==> src/source/cache_cfg.svh <==
`ifndef CACHE_CFG_SVH
`define CACHE_CFG_SVH

// ------------------------------
// Address and data geometry
// ------------------------------

// Word address, laid out as tag, index, offset
`define CACHE_ADDR_WIDTH	28
`define CACHE_WORD_WIDTH	32

// Eight words per line, so a line is 256 bits
`define CACHE_BLOCK_WORDS	8
`define CACHE_OFFSET_BITS	3

// 64 sets per way
`define CACHE_INDEX_BITS	6

// Whatever is left above index and offset
`define CACHE_TAG_BITS	(`CACHE_ADDR_WIDTH - `CACHE_INDEX_BITS - `CACHE_OFFSET_BITS)

// Address bit that sends a request to the IO port
`define CACHE_IO_BIT	27

`endif

==> src/source/cache_pkg.sv <==
`default_nettype none

`include "cache_cfg.svh"

package cache_pkg;

	// Way count is fixed, the LRU is a single bit per set
	localparam int NUM_WAYS = 2;

	// ------------------------------
	// Data and address fields
	// ------------------------------
	typedef logic [`CACHE_WORD_WIDTH-1:0] word_t;
	typedef word_t [`CACHE_BLOCK_WORDS-1:0] block_t;

	typedef logic [`CACHE_TAG_BITS-1:0] tag_t;
	typedef logic [`CACHE_INDEX_BITS-1:0] index_t;
	typedef logic [`CACHE_OFFSET_BITS-1:0] offset_t;

	// Controller states
	typedef enum logic [2:0] {
		ST_IDLE,
		ST_COMPARE,
		ST_WRITE_BACK,
		ST_ALLOCATE,
		ST_FILL,
		ST_FLUSH
	} ctrl_state_e;

endpackage

`default_nettype wire

==> src/source/cache_controller.sv <==
`timescale 1ns/1ps
`default_nettype none

`include "cache_cfg.svh"

module cache_controller (
	input  logic clk,
	input  logic rst_n,

	// CPU port
	input  logic cpu_valid,
	input  logic cpu_rw,
	input  logic cpu_flush,
	input  logic [`CACHE_ADDR_WIDTH-1:0] cpu_addr,
	input  cache_pkg::word_t cpu_wdata,
	output cache_pkg::word_t cpu_rdata,
	output logic cpu_ready,

	// Memory port
	output logic mem_valid,
	output logic mem_rw,
	output logic [`CACHE_ADDR_WIDTH-1:0] mem_addr,
	output cache_pkg::block_t mem_wdata,
	input  cache_pkg::block_t mem_rdata,
	input  logic mem_ready,

	// IO port
	output logic io_valid,
	output logic io_rw,
	output logic [`CACHE_ADDR_WIDTH-1:0] io_addr,
	output cache_pkg::word_t io_wdata,
	input  cache_pkg::word_t io_rdata,
	input  logic io_ready,

	// Way status
	input  logic [cache_pkg::NUM_WAYS-1:0] way_hit,
	input  logic [cache_pkg::NUM_WAYS-1:0] way_valid,
	input  logic [cache_pkg::NUM_WAYS-1:0] way_dirty,
	input  cache_pkg::tag_t way_tag [cache_pkg::NUM_WAYS],
	input  cache_pkg::block_t way_rblock [cache_pkg::NUM_WAYS],

	// Way control
	output cache_pkg::index_t way_index,
	output cache_pkg::tag_t way_tag_in,
	output logic [cache_pkg::NUM_WAYS-1:0] way_we,
	output cache_pkg::block_t way_wblock,
	output logic way_wdirty,
	output logic [cache_pkg::NUM_WAYS-1:0] way_inval,

	// LRU
	output logic lru_touch,
	output logic lru_way,
	input  logic victim_way
);

	// Flush counter walks set then way, way in the low bit
	localparam int FLUSH_BITS = $bits(cache_pkg::index_t) + 1;

	cache_pkg::ctrl_state_e state;
	cache_pkg::ctrl_state_e state_next;

	logic is_io;
	logic cache_req;
	cache_pkg::tag_t req_tag;
	cache_pkg::index_t req_index;
	cache_pkg::offset_t req_offset;

	logic hit;
	logic hit_way;
	logic sel_way;
	logic sel_dirty;

	logic flushing;
	logic flush_start;
	logic flush_step;
	logic flush_last;
	logic [FLUSH_BITS-1:0] flush_cnt;

	cache_pkg::block_t fill_block;
	cache_pkg::block_t merged_block;
	cache_pkg::word_t cache_rdata;
	logic cache_ready;

	// ------------------------------
	// Request decode
	// ------------------------------
	assign {req_tag, req_index, req_offset} = cpu_addr;

	assign is_io = cpu_addr[`CACHE_IO_BIT];
	assign cache_req = cpu_valid && !is_io;

	// Two ways only, a hit in way 1 selects way 1
	assign hit = |way_hit;
	assign hit_way = way_hit[1];

	// Replacement choice, an empty way goes before the LRU one
	always_comb begin
		if (flushing)
			sel_way = flush_cnt[0];
		else if (!way_valid[0])
			sel_way = 1'b0;
		else if (!way_valid[1])
			sel_way = 1'b1;
		else
			sel_way = victim_way;
	end

	assign sel_dirty = way_valid[sel_way] && way_dirty[sel_way];
	assign flush_last = &flush_cnt;

	assign way_index = flushing ? flush_cnt[FLUSH_BITS-1:1] : req_index;
	assign way_tag_in = req_tag;

	// Hit data path
	assign cache_rdata = way_rblock[hit_way][req_offset];

	always_comb begin
		merged_block = way_rblock[hit_way];
		merged_block[req_offset] = cpu_wdata;
	end

	// ------------------------------
	// Next state and control
	// ------------------------------
	always_comb begin
		state_next = state;
		cache_ready = 1'b0;
		mem_valid = 1'b0;
		mem_rw = 1'b0;
		mem_addr = {req_tag, req_index, cache_pkg::offset_t'(0)};
		way_we = '0;
		way_inval = '0;
		way_wblock = merged_block;
		way_wdirty = 1'b0;
		lru_touch = 1'b0;
		lru_way = hit_way;
		flush_start = 1'b0;
		flush_step = 1'b0;

		case (state)
			cache_pkg::ST_IDLE: begin
				// IO requests never leave idle
				if (cache_req) begin
					if (cpu_flush) begin
						flush_start = 1'b1;
						state_next = cache_pkg::ST_FLUSH;
					end else begin
						state_next = cache_pkg::ST_COMPARE;
					end
				end
			end

			cache_pkg::ST_COMPARE: begin
				if (hit) begin
					cache_ready = 1'b1;
					lru_touch = 1'b1;
					if (cpu_rw) begin
						way_we[hit_way] = 1'b1;
						way_wdirty = 1'b1;
					end
					state_next = cache_pkg::ST_IDLE;
				end else if (sel_dirty) begin
					state_next = cache_pkg::ST_WRITE_BACK;
				end else begin
					state_next = cache_pkg::ST_ALLOCATE;
				end
			end

			cache_pkg::ST_WRITE_BACK: begin
				mem_valid = 1'b1;
				mem_rw = 1'b1;
				mem_addr = {way_tag[sel_way], way_index, cache_pkg::offset_t'(0)};
				if (mem_ready) begin
					if (flushing) begin
						// Line is clean in memory now, drop it and resume the sweep
						way_inval[sel_way] = 1'b1;
						state_next = cache_pkg::ST_FLUSH;
					end else begin
						state_next = cache_pkg::ST_ALLOCATE;
					end
				end
			end

			cache_pkg::ST_ALLOCATE: begin
				mem_valid = 1'b1;
				if (mem_ready)
					state_next = cache_pkg::ST_FILL;
			end

			cache_pkg::ST_FILL: begin
				way_we[sel_way] = 1'b1;
				way_wblock = fill_block;
				lru_touch = 1'b1;
				lru_way = sel_way;
				state_next = cache_pkg::ST_COMPARE;
			end

			cache_pkg::ST_FLUSH: begin
				if (sel_dirty) begin
					state_next = cache_pkg::ST_WRITE_BACK;
				end else begin
					way_inval[sel_way] = 1'b1;
					flush_step = 1'b1;
					if (flush_last) begin
						cache_ready = 1'b1;
						state_next = cache_pkg::ST_IDLE;
					end
				end
			end

			default: state_next = cache_pkg::ST_IDLE;
		endcase
	end

	// ------------------------------
	// State and flush sweep
	// ------------------------------
	always_ff @(posedge clk or negedge rst_n) begin
		if (!rst_n) begin
			state <= cache_pkg::ST_IDLE;
			flushing <= 1'b0;
			flush_cnt <= '0;
		end else begin
			state <= state_next;
			if (flush_start) begin
				flushing <= 1'b1;
				flush_cnt <= '0;
			end else if (flush_step) begin
				flush_cnt <= flush_cnt + 1'b1;
				if (flush_last)
					flushing <= 1'b0;
			end
		end
	end

	// Block from memory is written into the way one cycle later
	always_ff @(posedge clk) begin
		if (state == cache_pkg::ST_ALLOCATE && mem_ready)
			fill_block <= mem_rdata;
	end

	// Victim line goes out on the memory port during write-back
	assign mem_wdata = way_rblock[sel_way];

	// ------------------------------
	// IO bypass and CPU return path
	// ------------------------------
	assign io_valid = cpu_valid && is_io;
	assign io_rw = cpu_rw && is_io;
	assign io_addr = cpu_addr;
	assign io_wdata = cpu_wdata;

	assign cpu_ready = is_io ? io_ready : cache_ready;
	assign cpu_rdata = is_io ? io_rdata : cache_rdata;

endmodule

`default_nettype wire

==> config.mk <==
export PLATFORM = sky130hd
export DESIGN_NAME = cache_controller
export DESIGN_NICKNAME = d
export VERILOG_FILES = /design/src/source/cache_pkg.sv /design/src/source/cache_controller.sv
export VERILOG_INCLUDE_DIRS = /design/src /design/src/source
export SDC_FILE = /design/constraint.sdc
export NUM_CORES = 1
export LEC_CHECK = 0
export BUFFER_PORTS_ARGS = -buffer_cell sky130_fd_sc_hd__buf_2
export CAP_MARGIN = 30
export CORE_AREA = 2 2 613 615
export CTS_BUF_LIST = sky130_fd_sc_hd__clkbuf_2
export CTS_CLUSTER_DIAMETER = 40
export DETAILED_ROUTE_END_ITERATION = 8
export DIE_AREA = 0 0 615 617
export HOLD_SLACK_MARGIN = 0.15
export PLACE_DENSITY = 0.3
export SETUP_SLACK_MARGIN = 0.2
export SLEW_MARGIN = 40
export SYNTH_ARGS = -nofsm -noshare
export SYNTH_HDL_FRONTEND = slang
export SYNTH_SLANG_ARGS = --single-unit
==> constraint.sdc <==
create_clock -name clk -period 17.9 [get_ports clk]
set_input_delay 2.685 -clock clk [delete_from_list [all_inputs] [get_ports clk]]
set_output_delay 2.685 -clock clk [all_outputs]
set_load 0.01 [all_outputs]
==> results.toml <==
[finish]
fin_cells = 9209
layout_commonest_cell = "buf_2"
layout.nets = 4842
final_cell_mix = "buf_2, mux2_2, nor2_1"
regArea_um2 = 7963
n_fill_cell = 43840
multiInputGateArea_um2 = 13050
layout-drive-gt1-share = 0.5441
area_growth_pct = 69.36

[floorplan]
start_util = 0.05906
die_h_um = 617
die_w_um = 615
rows = 225
coreArea_um2 = 373600
io_pins = 1581
dieArea_um2 = 379500

[timing]
worst_pin_slew_ns = 1.026
max_freq_mhz = 108.1
final_hold_viol_count = 0
timing.final.crit_period_ns = 9.249
setup_violations = 0
slew_viol_final = 0
timing.final.crit_share = 0.5167
rsz0062_at_grt = "no"
skew_ns = 0.1502
fin_tns_setup_ns = 0
max_slew_margin = 0.3159
whs_ns = 0.5436

[worst_setup_path]
worst_setup_path_start_kind = "input pin"
crit_arrival_ns = 6.56
required_ns = 15.21
rrSetupSlack_ns = 13.83
crit_path_end_kind = "primary output"
r2r_start = "state[2]$_DFFE_PN0P_"
crit_type = "input pin to primary output"
cp-startpoint = "way_hit[1]"
cp_max_fo = 40

[drt]
antenna_left = 0
drtIter0Drc = 2577
firstDrtPassIters = 6
vias_per_cell = 3.233
vias = 29780
drcViolationCount = 0
wire_per_inst_um = 40.33
routed_wl_um = 371400

[status]
outcome = "completed"

[global_route]
grt_pass1_wl_um = 432000
grt_max_degree = 97
grt_pass1_vias = 27860
grt_overflow = 0
grt_use_total = 0.1875
antenna_found_initial = 416

[clock_tree]
htree_levels = 3
insertion_delay_ns = 1.61
cts_root_buffer = "clkbuf_2"
clockBufferDepth = 4
cts_resized = 0
clkTransAtPathRegs_ns = 0.10
cts_tree = "done"
cts_buffers = 118
cts_setup_buffers = 0
postCtsHoldBufs = 0
cts_sinks = 267

[pwr]
ir_worst_vdd_mv = 0.05111
report.power.total_mw = 4.239
p_leak_nw = 15.39
powerDensity_nw_per_um2 = 113.4

[synthesis]
synthDistinctLibCells = 45
synth_flop_cell = "edfxtp_1"
ys_async_sr_fraction = 0.04120
syn-cell-area_um2 = 22060
syn_area_per_cell_um2 = 8.933
yosys_warnings = 0
ys_ff_latch = 267
syn_inst = 2470
synth_edf_count = 256
synth.yosys.seq_area_share = 0.3609

[run]
maxCapViolations = 0

[placed_design]
place_inst = 8799
port_buffers = 1577
hpwl_um = 332100
gp_congestion = 0.9407

[min_path]
worstHoldPathType = "flip-flop to flip-flop"
min_from = "flush_cnt[3]$_DFFE_PN0P_"
==> layout make-up <==
| class | count | share of cell area |
|---|---|---|
| multi-input combinational | 1901 | 0.3491 |
| tap | 4994 | 0.1672 |
| clock buffer | 152 | 0.02036 |
| clock inverter | 51 | 0.005725 |
| antenna | 203 | 0.01359 |
| inverter | 3 | 0.0003013 |
| timing repair buffer | 1638 | 0.2306 |
| sequential | 267 | 0.2131 |
==> critical path: stages <==
cell	delay, ns
buf_8	0.35
buf_4	0.65
buf_6	0.57
mux2i_1	0.34
o22ai_1	0.26
or4_1	0.79
mux2_2	0.39
buf_2	0.14
==> per-layer routing <==
layer,wire [um],vias to the layer above,global-route usage
li1,-,12220,-
met1,116100,14330,0.1720
met2,201600,2206,0.3663
met3,35660,897,0.07501
met4,17040,130,0.06705
met5,1073,-,0.005808
==> power breakdown <==
group,switching [mW],total (mW),internal (mW)
Sequential,0.0365,0.790,0.753
Combinational,1.92,2.77,0.847
Clock,0.441,0.677,0.236
==> kinds of logic (layout without fill, tap and decap cells) <==
family,count (synthesis),count (layout),synth area share
buffers and inverters,304,1844,0.07485
xor gates and xnor gates,1,1,0.0003970
AOI/OAI and AO/OA,679,679,0.1627
adders and majority gates,1,1,0.0005670
DFF,267,267,0.3609
muxes,582,582,0.2810
other,1,206,0.0001700
and+or+nand+nor,635,635,0.1194
==> synthesized netlist by cell type (6+ instances only) <==
library cell	number	area, um^2
or4_1	32	240.2
o21ai_0	227	1136
mux2i_1	282	2823
buf_1	25	93.84
mux2_2	294	3311
nor2_1	283	1062
o22ai_1	130	813.3
dfrtp_1	11	275.3
mux2_1	6	67.56
nand2_1	274	1028
edfxtp_1	256	7687
o21ai_1	35	175.2
buf_2	84	420.4
buf_6	11	123.9
a21oi_1	276	1381
clkbuf_1	95	356.6
buf_4	86	645.6
nand3_1	7	35.03
nor2b_1	6	37.54
==> registers in the layout, summed over array words and instances (netlist names) <==
signal,count
flush_cnt,7
flushing,1
state,3
fill_block,256
==> worst paths after layout <==
path                                            endpoint  cells past startpoint
max in group asynchronous           flushing$_DFFE_PN0P_                      1
worst min-delay path            flush_cnt[3]$_DFFE_PN0P_                      1
worst min register to register  flush_cnt[3]$_DFFE_PN0P_                      1
min in group asynchronous       flush_cnt[4]$_DFFE_PN0P_                      1
worst max-delay path                        cpu_rdata[0]                      8
worst max register to register  fill_block[77]$_DFFE_PP_                      5
==> through the flow <==
stage	worst slack, ns	area (um^2)	utilization
2_1_floorplan	8.682	22070	-
3_3_place_gp	8.339	34980	0.09363
3_5_place_dp	8.436	35790	0.09580
4_1_cts	8.455	36760	0.09841
5_1_grt	8.586	37180	0.09954
6_report	8.651	37370	0.1000
(Power assumes the default switching activity.)
