## src/source/cache_cfg.svh

```systemverilog
`ifndef CACHE_CFG_SVH
`define CACHE_CFG_SVH

// ------------------------------
// Address and data geometry
// ------------------------------

// Word address, laid out as tag, index, offset
`define CACHE_ADDR_WIDTH	28
`define CACHE_WORD_WIDTH	32

// Eight words per line, so a line is 256 bits
`define CACHE_BLOCK_WORDS	8
`define CACHE_OFFSET_BITS	3

// 64 sets per way
`define CACHE_INDEX_BITS	6

// Whatever is left above index and offset
`define CACHE_TAG_BITS	(`CACHE_ADDR_WIDTH - `CACHE_INDEX_BITS - `CACHE_OFFSET_BITS)

// Address bit that sends a request to the IO port
`define CACHE_IO_BIT	27

`endif

```

## src/source/cache_pkg.sv

```systemverilog
`default_nettype none

`include "cache_cfg.svh"

package cache_pkg;

	// Way count is fixed, the LRU is a single bit per set
	localparam int NUM_WAYS = 2;

	// ------------------------------
	// Data and address fields
	// ------------------------------
	typedef logic [`CACHE_WORD_WIDTH-1:0] word_t;
	typedef word_t [`CACHE_BLOCK_WORDS-1:0] block_t;

	typedef logic [`CACHE_TAG_BITS-1:0] tag_t;
	typedef logic [`CACHE_INDEX_BITS-1:0] index_t;
	typedef logic [`CACHE_OFFSET_BITS-1:0] offset_t;

	// Controller states
	typedef enum logic [2:0] {
		ST_IDLE,
		ST_COMPARE,
		ST_WRITE_BACK,
		ST_ALLOCATE,
		ST_FILL,
		ST_FLUSH
	} ctrl_state_e;

endpackage

`default_nettype wire

```

## src/source/cache_lru.sv

```systemverilog
`timescale 1ns/1ps
`default_nettype none

module cache_lru (
	input  logic clk,
	input  logic rst_n,

	input  cache_pkg::index_t index,
	input  logic touch,
	input  logic touch_way,

	// Least recently used way of the set at index
	output logic victim_way
);

	localparam int NUM_SETS = 2 ** $bits(cache_pkg::index_t);

	// One bit per set naming the LRU way
	logic [NUM_SETS-1:0] lru_bits;

	// ------------------------------
	// Update on hits and fills
	// ------------------------------
	always_ff @(posedge clk or negedge rst_n) begin
		if (!rst_n) begin
			lru_bits <= '0;
		end else if (touch) begin
			// Touched way becomes most recent, the other one is next out
			lru_bits[index] <= ~touch_way;
		end
	end

	assign victim_way = lru_bits[index];

endmodule

`default_nettype wire

```

## config.mk

```make
export PLATFORM = sky130hd
export DESIGN_NAME = cache_lru
export DESIGN_NICKNAME = d
export VERILOG_FILES = /design/src/source/cache_pkg.sv /design/src/source/cache_lru.sv
export VERILOG_INCLUDE_DIRS = /design/src /design/src/source
export SDC_FILE = /design/constraint.sdc
export NUM_CORES = 1
export LEC_CHECK = 0
export BUFFER_PORTS_ARGS = -buffer_cell sky130_fd_sc_hd__buf_4
export CAP_MARGIN = 20
export CORE_MARGIN = 1
export CORE_UTILIZATION = 30
export DETAILED_ROUTE_END_ITERATION = 8
export GPL_TIMING_DRIVEN = 0
export PLACE_DENSITY_LB_ADDON = 0.2
export REMOVE_ABC_BUFFERS = 1
export SETUP_SLACK_MARGIN = 0.3
export SYNTH_ARGS = -nofsm -noshare
export SYNTH_HDL_FRONTEND = slang
export SYNTH_SLANG_ARGS = --single-unit
```

## constraint.sdc

```tcl
create_clock -name clk -period 2 [get_ports clk]
set_input_delay 0.3 -clock clk [delete_from_list [all_inputs] [get_ports clk]]
set_output_delay 0.3 -clock clk [all_outputs]
set_load 0.05 [all_outputs]
```

==> metrics.txt, run 1 <==
outcome=complete, but fails checks; violated checks=setup timing; Pleak=around 1.5 nW; area leader, netlist=dfrtp_1; top post-synthesis cells by area=dfrtp_1, a21oi_1, nor2_1; die area=11180 um2; port bufs=10; post-layout minimum cycle time=2.321 ns; maxcap violations=0; GRT Residual Overflow=0; Clock Skew=0 ns; Slew @ Worst Pin=approximately 0.85 ns; Core Footprint=10370 um2; Top FF cell, synth=dfrtp_1; worst hold-check path type=in2async; CP arrival=between 2 and 2.5 ns; WHS=~0.03 ns; Multi-input gate area=approximately 1500 um2; post-route cell area=about 3600 um2; RR Startpoint=lru_bits[63]$_DFFE_PN0P_; fmax=about 430 MHz; most frequent cells after synthesis=nor2_1, a21oi_1, dfrtp_1; WL per Instance=roughly 18 um; DP HPWL=approximately 4.8 mm; fin crit share=116.1%; reg2reg end=lru_bits[63]$_DFFE_PN0P_; TritonCTS clock tree=done; # diodes=0; CP startpoint kind=register; # rows=37; first-pass GRT wire length=~14 mm; Top Registers=lru_bits x64; All-Layer GR Usage=16.64%; worst setup margin=-0.3213 ns; Mapped Cells=roughly 340; top-area cell type share of the netlist area=49.61%; DRT Wirelength=~8.4 mm; Final Wtd Congestion=0.7167; ys async rst share=100.0%; DP Area=3352 um2; vias per cell=about 5.3; CTS HTree Levels=3; Yosys reg bits=64; EDFF count, synth=0; Initial Util=between 30 and 40%; routed vias=2473; Max Fanout on Critical Path=2; # IOs=11; unrepaired setup endpoints after global routing=true; FILL cells=roughly 1.1k; CTS Sinks=64; Biggest register=lru_bits; mapped cell area=about 3200 um2; count leader, synth=nor2_1; final net count=between 300 and 400; Final Hold Fails=0; largest net degree at the start of global routing=65; Yosys cell types=38; Reg clk slew, reported paths=0.07 ns; sequential area share after synthesis=49.61%; initial DRC count=217; detailed-route DRC error count=0; Syn Area/Cell=9.607 um2; CTS root buf=clkbuf_8; Reg area=approximately 1600 um2; crit path capture type=output pin; CTS Buffer Depth=2; post-route antenna net violation count=0; Power Density=977.2 nW/um2; Area Overhead vs Synth=11.78%; Crit Path Class=reg2out; max reg flops=between 60 and 70; # setup viols final=1; vias in the first global route=between 2k and 3k; cell count of the worst reg-to-reg path=3; Pins Over Slew Limit=0; relative slew slack=a little over two fifths; CTS Hold Bufs=0; DIE HEIGHT=between 100 and 150 um; later-pin clock latency in the skew report=roughly 0.35 ns; TritonCTS buffer count=9; yosys warns=0; drt pass-1 iters=4; Req. time, crit path=between 1.5 and 2 ns; worst reg-to-reg setup slack=about 1.2 ns; initial antenna violation count=0; maximum vdd drop=0.0002798 V; Die Wd=105.7 um; share of cells above drive strength 1=about 15%
-- where the power goes --
group / internal [mW] / switching, mW
combinational: 0.296 / 0.337
sequential: 1.55 / 0.128
clock: 0.711 / 0.506
-- placed cells by master (no fill, tap or decap), types with 5 or more instances in the layout --
| master | count |
|---|---|
| a31oi_1 | 34 |
| buf_4 | 10 |
| nand2_1 | 9 |
| mux2i_1 | 5 |
| clkbuf_8 | 13 |
| a21oi_1 | 65 |
| nand3b_1 | 5 |
| nor2_1 | 71 |
| mux4_2 | 7 |
| dfrtp_1 | 64 |
-- layer usage --
metal / up-vias / share of wire, % / GRT usage [%]
li1: 1209 / - / -
met1: 1193 / 49 / 24.05
met2: 52 / 44 / 23.39
met3: 19 / 3.4 / 2.226
met4: 0 / 3.3 / 10.22
met5: - / 0 / 0
-- critical path, stage by stage, from the launching register on --
cell and delay, ns:
dfrtp_1 0.38, mux4_2 0.49, a22oi_2 0.19, o22ai_2 0.11, a211oi_2 0.21, nand3_2 0.11
buf_6 0.17
-- cells by family after synthesis --
| group | Yosys count | synth area share, % |
|---|---|---|
| flops | 64 | 49.61 |
| mux | 17 | 9.690 |
| buf+inv | 31 | 4.573 |
| compound gates | 116 | 20.81 |
| simple gates | 108 | 15.31 |
-- how the worst max path moves through the flow --
| stage | start | endpoint | slack [ns] | cells past startpoint |
|---|---|---|---|---|
| finish | lru_bits[61]$_DFFE_PN0P_ | victim_way | -0.32 | 6 |
| global placement | index[0] | victim_way | -0.43 | 7 |
| floorplan | lru_bits[57]$_DFFE_PN0P_ | victim_way | 0.0002 | 5 |
| global route | lru_bits[61]$_DFFE_PN0P_ | victim_way | -0.41 | 6 |
| detailed placement | index[0] | victim_way | -0.46 | 7 |
| CTS | lru_bits[62]$_DFFE_PN0P_ | victim_way | -0.34 | 6 |
-- cell type report --
type | count | share of cell area, %
sequential | 64 | 44.38
multi-input combinational | 241 | 41.75
clock buffer | 14 | 5.062
tap | 136 | 4.716
timing repair buffer | 13 | 3.017
clock inverter | 2 | 0.9709
inverter | 1 | 0.1040
-- stage by stage --
| stage | cells | utilization (%) | setup TNS, ns | power (mW) | setup WS (ns) |
|---|---|---|---|---|---|
| 2_1_floorplan | 306 | - | 0 | 2.095 | 0.0002137 |
| 3_3_place_gp | 452 | 32.11 | -4.521 | 2.298 | -0.4318 |
| 3_5_place_dp | 454 | 32.32 | -0.7209 | 2.316 | -0.4564 |
| 4_1_cts | 471 | 34.75 | -0.3436 | 3.561 | -0.3436 |
| 5_1_grt | 471 | 34.80 | -0.4130 | 3.725 | -0.4130 |
| 6_report | 471 | 34.80 | -0.3213 | 3.526 | -0.3213 |
-- repair_timing --
action / CTS / global route
resized for setup: 7 / 3
setup buffers: 1 / 0
cloned: 0 / 0
pin swaps: 4 / 0
endpoints found under the setup margin: 1 / 21
Power figures use the tool's default switching activity.
==> run 2: changes to the inputs <==
GPL_ROUTABILITY_DRIVEN = 0   (was default)
clock period = 2.1 ns   (was 2 ns; I/O delays follow)
==> run 2 against run 1 <==
- the run still ends with setup timing left
- sequential power shrank 5%
- utilization is essentially flat
- sequential share of layout area is essentially flat
- die area is the same
- power shrank 4.8%
- sequential cell count is the same
- combinational power shrank 4.7%
- hold slack gained 0.015 ns
- routed wire length is essentially flat
- largest power group unchanged
==> metrics.txt, run 2 (synthesized netlist as in run 1, its figures left out) <==
routed vias=2474 (was 2473); unrepaired setup endpoints after global routing=true (unchanged); CP startpoint kind=register (unchanged); die area=11180 um2 (unchanged); TritonCTS clock tree=done (unchanged); DRT Wirelength=8.357 mm (was 8.358 mm); max reg flops=64 (unchanged); Final Hold Fails=0 (unchanged); fmax=roughly 430 MHz; CTS Buffer Depth=2 (unchanged); post-route antenna net violation count=0 (unchanged); fin crit share=111.3%; later-pin clock latency in the skew report=0.35 ns (about the same); Max Fanout on Critical Path=2 (unchanged); Reg clk slew, reported paths=0.07 ns (about the same); Req. time, crit path=1.78 ns (was 1.70 ns); detailed-route DRC error count=0 (unchanged); Max stage delay on crit path=0.49 ns (about the same); drt pass-1 iters=4 (unchanged); commonest non-fill, non-tap cell in the layout=nor2_1 (unchanged); DP Area=3352 um2 (unchanged); worst setup margin=-0.2363 ns (was -0.3213 ns); most frequent cells in the layout=nor2_1, a21oi_1, dfrtp_1, a31oi_1, clkbuf_8 (unchanged); RR Startpoint=lru_bits[63]$_DFFE_PN0P_ (unchanged); Reg area=1602 um2 (unchanged); Power Density=930.9 nW/um2 (was 977.2 nW/um2); CTS root buf=clkbuf_8 (unchanged); vias per cell=5.253 (was 5.251); Slew @ Worst Pin=0.8462 ns (unchanged); setup_tns=-0.2363 ns (was -0.3213 ns); post-layout minimum cycle time=2.336 ns; crit path capture type=output pin (unchanged); DIE HEIGHT=105.7 um (unchanged); # rows=37 (unchanged); initial DRC count=219 (was 217); WL per Instance=17.74 um (was 17.75 um); TritonCTS buffer count=9 (unchanged); CTS HTree Levels=3 (unchanged); relative slew slack=43.47% (unchanged); Top Registers=lru_bits x64 (unchanged); maximum vdd drop=0.0002665 V (was 0.0002798 V); vias in the first global route=2515 (unchanged); Multi-input gate area=1505 um2 (was 1506 um2); largest net degree at the start of global routing=65 (unchanged); # IOs=11 (unchanged); first-pass GRT wire length=13.86 mm (unchanged); Crit Path Class=reg2out (unchanged); Initial Util=31.13% (unchanged); post-route cell area=3607 um2 (was 3608 um2); Core Footprint=10370 um2 (unchanged); Pins Over Slew Limit=0 (unchanged); # diodes=0 (unchanged); outcome=complete, but fails checks (unchanged); FILL cells=1091 (was 1090); Area Overhead vs Synth=11.74% (was 11.78%); Pleak=1.500 nW (about the same); crit-path cells=mux4_2, a22oi_2, o22ai_2, a211oi_2, nand3_2, buf_6 (unchanged); GRT Residual Overflow=0 (unchanged); Crit-path slowest cell=mux4_2 (unchanged); CTS Hold Bufs=0 (unchanged); CP startpoint=lru_bits[61]$_DFFE_PN0P_ (unchanged); share of cells above drive strength 1=14.33% (was 14.63%); final net count=340 (unchanged); port bufs=10 (unchanged); worst reg-to-reg setup slack=1.29 ns (was 1.19 ns); CP arrival=2.02 ns (about the same); initial antenna violation count=0 (unchanged); worst hold-check path type=in2async (unchanged); violated checks=setup timing (unchanged); CTS Sinks=64 (unchanged); Clock Skew=0 ns (unchanged); Die Wd=105.7 um (unchanged); maxcap violations=0 (unchanged); DP HPWL=4.818 mm (unchanged); Biggest register=lru_bits (unchanged); # setup viols final=1 (unchanged); Finished Core Util=34.79% (was 34.80%); All-Layer GR Usage=16.64% (unchanged); total power=3.358 mW (was 3.526 mW)
run 2: cell counts in the layout (fill, tap and decap cells not counted):
No cell type changed its count.
run 2: metal layers:
metal,part of all wire [%],track usage [%],vias up
li1,-,-,1209
met1,49,24.05,1194
met2,44,23.39,52
met3,3.4,2.226,19
met4,3.3,10.22,0
met5,0,0,-
run 2: layout make-up:
type	count	share of cell area, %
flip-flops and latches	64	44.40
repair buffers	13	3.018
clock inverters	2	0.9712
well taps	136	4.717
clock buffers	14	5.064
inverters	1	0.1041
multi-input cells	241	41.73
run 2: metrics by stage:
stage / worst slack [ns] / cells / hold WS [ns]
after floorplan: 0.08521 / 306 / 0.01941
after global placement: -0.3618 / 452 / 0.4812
after detailed placement: -0.3864 / 454 / 0.4756
after CTS: -0.2586 / 471 / 0.09631
after global routing: -0.3280 / 471 / 0.1305
final: -0.2363 / 471 / 0.04553
run 2: report_power, final:
part	switching (mW)	internal, mW	total, mW	leakage [nW]
Combinational	0.321	0.281	0.602	0.577
Clock	0.482	0.677	1.16	0.113
Sequential	0.122	1.48	1.60	0.811
Total	0.924	2.43	3.36	1.50
run 2: critical path: cells and delay by family (launching register included):
| kind | cells | cell delay, ns |
|---|---|---|
| flip-flops | 1 | 0.38 |
| AND/OR/NAND/NOR | 1 | 0.11 |
| multiplexers | 1 | 0.49 |
| AO/OA/AOI/OAI | 3 | 0.51 |
| buffers and inverters | 1 | 0.17 |
run 2: timing repair:
item                                    4_1_cts  5_1_grt
endpoints found under the setup margin        1       16
gates resized for setup                       7        2
pin swaps                                     4        0
setup buffers                                 1        0
run 2: worst paths after layout:
path / endpoint / cells past startpoint
max: victim_way / 6
min: lru_bits[6]$_DFFE_PN0P_ / 1
max reg2reg: lru_bits[63]$_DFFE_PN0P_ / 3
min reg2reg: lru_bits[42]$_DFFE_PN0P_ / 2
max in group asynchronous: lru_bits[29]$_DFFE_PN0P_ / 1
min in group clk: lru_bits[6]$_DFFE_PN0P_ / 3
==> run 3: changes to the inputs <==
CELL_PAD_IN_SITES_DETAIL_PLACEMENT = 1   (was default)
CELL_PAD_IN_SITES_GLOBAL_PLACEMENT = 2   (was default)
==> run 3 against run 2 <==
- the flow still finishes with violations (setup timing)
- register-to-register slack better by 0.09 ns
- power is 4.3% higher
- design area is 0.31% lower
- utilization is 0.11 points lower
- via count is 2.7% higher
- count of clock-buffer cells in the layout is 4 lower
- clock skew stayed put
- final cell count is 0.21% lower
- sequential cell count stayed put
- sequential power hardly changed
- hold slack better by 0.023 ns
- global-route usage is 1.9 points higher
==> metrics.txt, run 3 (synthesized netlist as in run 1, its figures left out) <==
commonest non-fill, non-tap cell in the layout=nor2_1 (unchanged); Max Fanout on Critical Path=2 (unchanged); Final Hold Fails=0 (unchanged); share of cells above drive strength 1=13.17% (was 14.33%); later-pin clock latency in the skew report=0.35 ns (about the same); relative slew slack=42.23% (was 43.47%); Crit Path Class=reg2out (unchanged); most frequent cells in the layout=nor2_1, a21oi_1, dfrtp_1, a31oi_1, buf_4 (was nor2_1, a21oi_1, dfrtp_1, a31oi_1, clkbuf_8); Finished Core Util=34.68% (was 34.79%); DIE HEIGHT=105.7 um (unchanged); Power Density=974.2 nW/um2 (was 930.9 nW/um2); Reg area=1602 um2 (unchanged); CP startpoint kind=register (unchanged); routed vias=2541 (was 2474); Top Registers=lru_bits x64 (unchanged); Clock Skew=0 ns (unchanged); port bufs=10 (unchanged); CTS Hold Bufs=0 (unchanged); power share of the clock group=37.1% (was 34.5%); maxcap violations=0 (unchanged); max reg flops=64 (unchanged); FILL cells=1207 (was 1091); fin crit share=113.4% (was 111.3%); final net count=339 (was 340); Die Wd=105.7 um (unchanged); DRT Wirelength=9.312 mm (was 8.357 mm); Slew @ Worst Pin=0.8666 ns (was 0.8462 ns); CTS Sinks=64 (unchanged); WHS=0.06838 ns (was 0.04553 ns); drt pass-1 iters=4 (unchanged); Sw Ratio=27.71% (was 27.53%); WL per Instance=19.81 um (was 17.74 um); vias per cell=5.406 (was 5.253); # rows=37 (unchanged); post-route cell area=3596 um2 (was 3607 um2); reg2reg end=lru_bits[23]$_DFFE_PN0P_ (was lru_bits[63]$_DFFE_PN0P_); post-route antenna net violation count=0 (unchanged); Reg clk slew, reported paths=0.08 ns (was 0.07 ns); Biggest register=lru_bits (unchanged); cell count of the worst reg-to-reg path=2 (was 3); fmax=420.0 MHz (was 428.0 MHz); Net Switching=0.9707 mW (was 0.9243 mW); violated checks=setup timing (unchanged); Req. time, crit path=1.78 ns (about the same); Core Footprint=10370 um2 (unchanged); DP Area=3348 um2 (was 3352 um2); CP arrival=2.07 ns (was 2.02 ns); maximum vdd drop=0.0005550 V (was 0.0002665 V); DP HPWL=5.524 mm (was 4.818 mm); initial DRC count=136 (was 219); # diodes=0 (unchanged); CTS Buffer Depth=2 (unchanged); initial antenna violation count=0 (unchanged); GRT Residual Overflow=0 (unchanged); detailed-route DRC error count=0 (unchanged); Area Overhead vs Synth=11.40% (was 11.74%); CTS HTree Levels=3 (unchanged); Cell Int Power=2.532 mW (was 2.434 mW); unrepaired setup endpoints after global routing=true (unchanged); Pins Over Slew Limit=0 (unchanged); first-pass GRT wire length=15.41 mm (was 13.86 mm); TritonCTS buffer count=9 (unchanged); All-Layer GR Usage=18.55% (was 16.64%); vias in the first global route=2784 (was 2515); setup slack at placement=-0.4028 ns (was -0.3864 ns); worst reg-to-reg setup slack=1.38 ns (was 1.29 ns); Pleak=1.490 nW (was 1.500 nW); outcome=complete, but fails checks (unchanged); # setup viols final=1 (unchanged); RR Startpoint=lru_bits[23]$_DFFE_PN0P_ (was lru_bits[63]$_DFFE_PN0P_); Initial Util=31.13% (unchanged); worst setup margin=-0.2808 ns (was -0.2363 ns); # IOs=11 (unchanged); largest net degree at the start of global routing=65 (unchanged); Sequential Power Share=45.9% (was 47.6%); Gate power share=17.0% (was 17.9%); die area=11180 um2 (unchanged); TritonCTS clock tree=done (unchanged); Multi-input gate area=1488 um2 (was 1505 um2); worst hold-check path type=in2async (unchanged); CTS root buf=clkbuf_8 (unchanged); post-layout minimum cycle time=2.381 ns (was 2.336 ns); crit path capture type=output pin (unchanged)
[run 3: cell count changes in the layout (fill, tap and decap cells not counted), moves of 2 or more]
cell / before / now
o22ai_2: 2 / 0
o22ai_1: 1 / 3
clkbuf_8: 13 / 9
bufinv_16: 1 / 3
[run 3: critical path: stages, from the launching register on]
cell	delay [ns]
dfrtp_1	0.39
mux4_2	0.49
a22oi_2	0.23
o22ai_1	0.11
a211oi_2	0.18
nand3_1	0.13
buf_6	0.17
[run 3: area by class of cell]
class                   instances  share of cell area [%]
multi-input cells             241                   41.37
clock buffers                  10                   3.549
well taps                     136                   4.732
repair buffers                 12                   2.714
clock inverters                 6                   2.992
inverters                       1                  0.1044
flip-flops and latches         64                   44.54
[run 3: how the worst max path moves through the flow]
stage	startpoint	endpoint	slack, ns	cells after the start
final	lru_bits[61]$_DFFE_PN0P_	victim_way	-0.28	6
after CTS	lru_bits[61]$_DFFE_PN0P_	victim_way	-0.33	6
after floorplan	lru_bits[57]$_DFFE_PN0P_	victim_way	0.09	5
after global placement	index[0]	victim_way	-0.41	7
after detailed placement	index[0]	victim_way	-0.40	7
after global routing	lru_bits[61]$_DFFE_PN0P_	victim_way	-0.41	6
[run 3: timing repair]
item | in CTS | in global routing
resized for setup | 4 | 2
pin swaps | 3 | 0
endpoints found under the setup margin | 1 | 13
setup buffers | 0 | 0
[run 3: power groups by stage]
| stage | combinational (mW) | sequential (mW) | clock [mW] |
|---|---|---|---|
| final | 0.595 | 1.61 | 1.30 |
| after global routing | 0.675 | 1.64 | 1.38 |
| after CTS | 0.604 | 1.61 | 1.35 |
| after detailed placement | 0.596 | 1.63 | 0 |
| after global placement | 0.577 | 1.62 | 0 |
| after floorplan | 0.414 | 1.58 | 0 |
[run 3: per-layer routing]
layer / GRT usage, % / vias up / part of all wire (%)
li1: - / 1207 / -
met1: 24.66 / 1288 / 49
met2: 29.69 / 39 / 46
met3: 5.257 / 7 / 3.4
met4: 4.663 / 0 / 1.0
met5: 0 / - / 0
[run 3: per-stage QoR]
step                setup TNS, ns  instances  total power, mW
finish                    -0.2808        470            3.503
global route              -0.4132        470            3.697
CTS                       -0.3269        470            3.559
detailed placement        -0.4355        454            2.227
global placement           -2.690        452            2.196
floorplan                       0        306            1.995
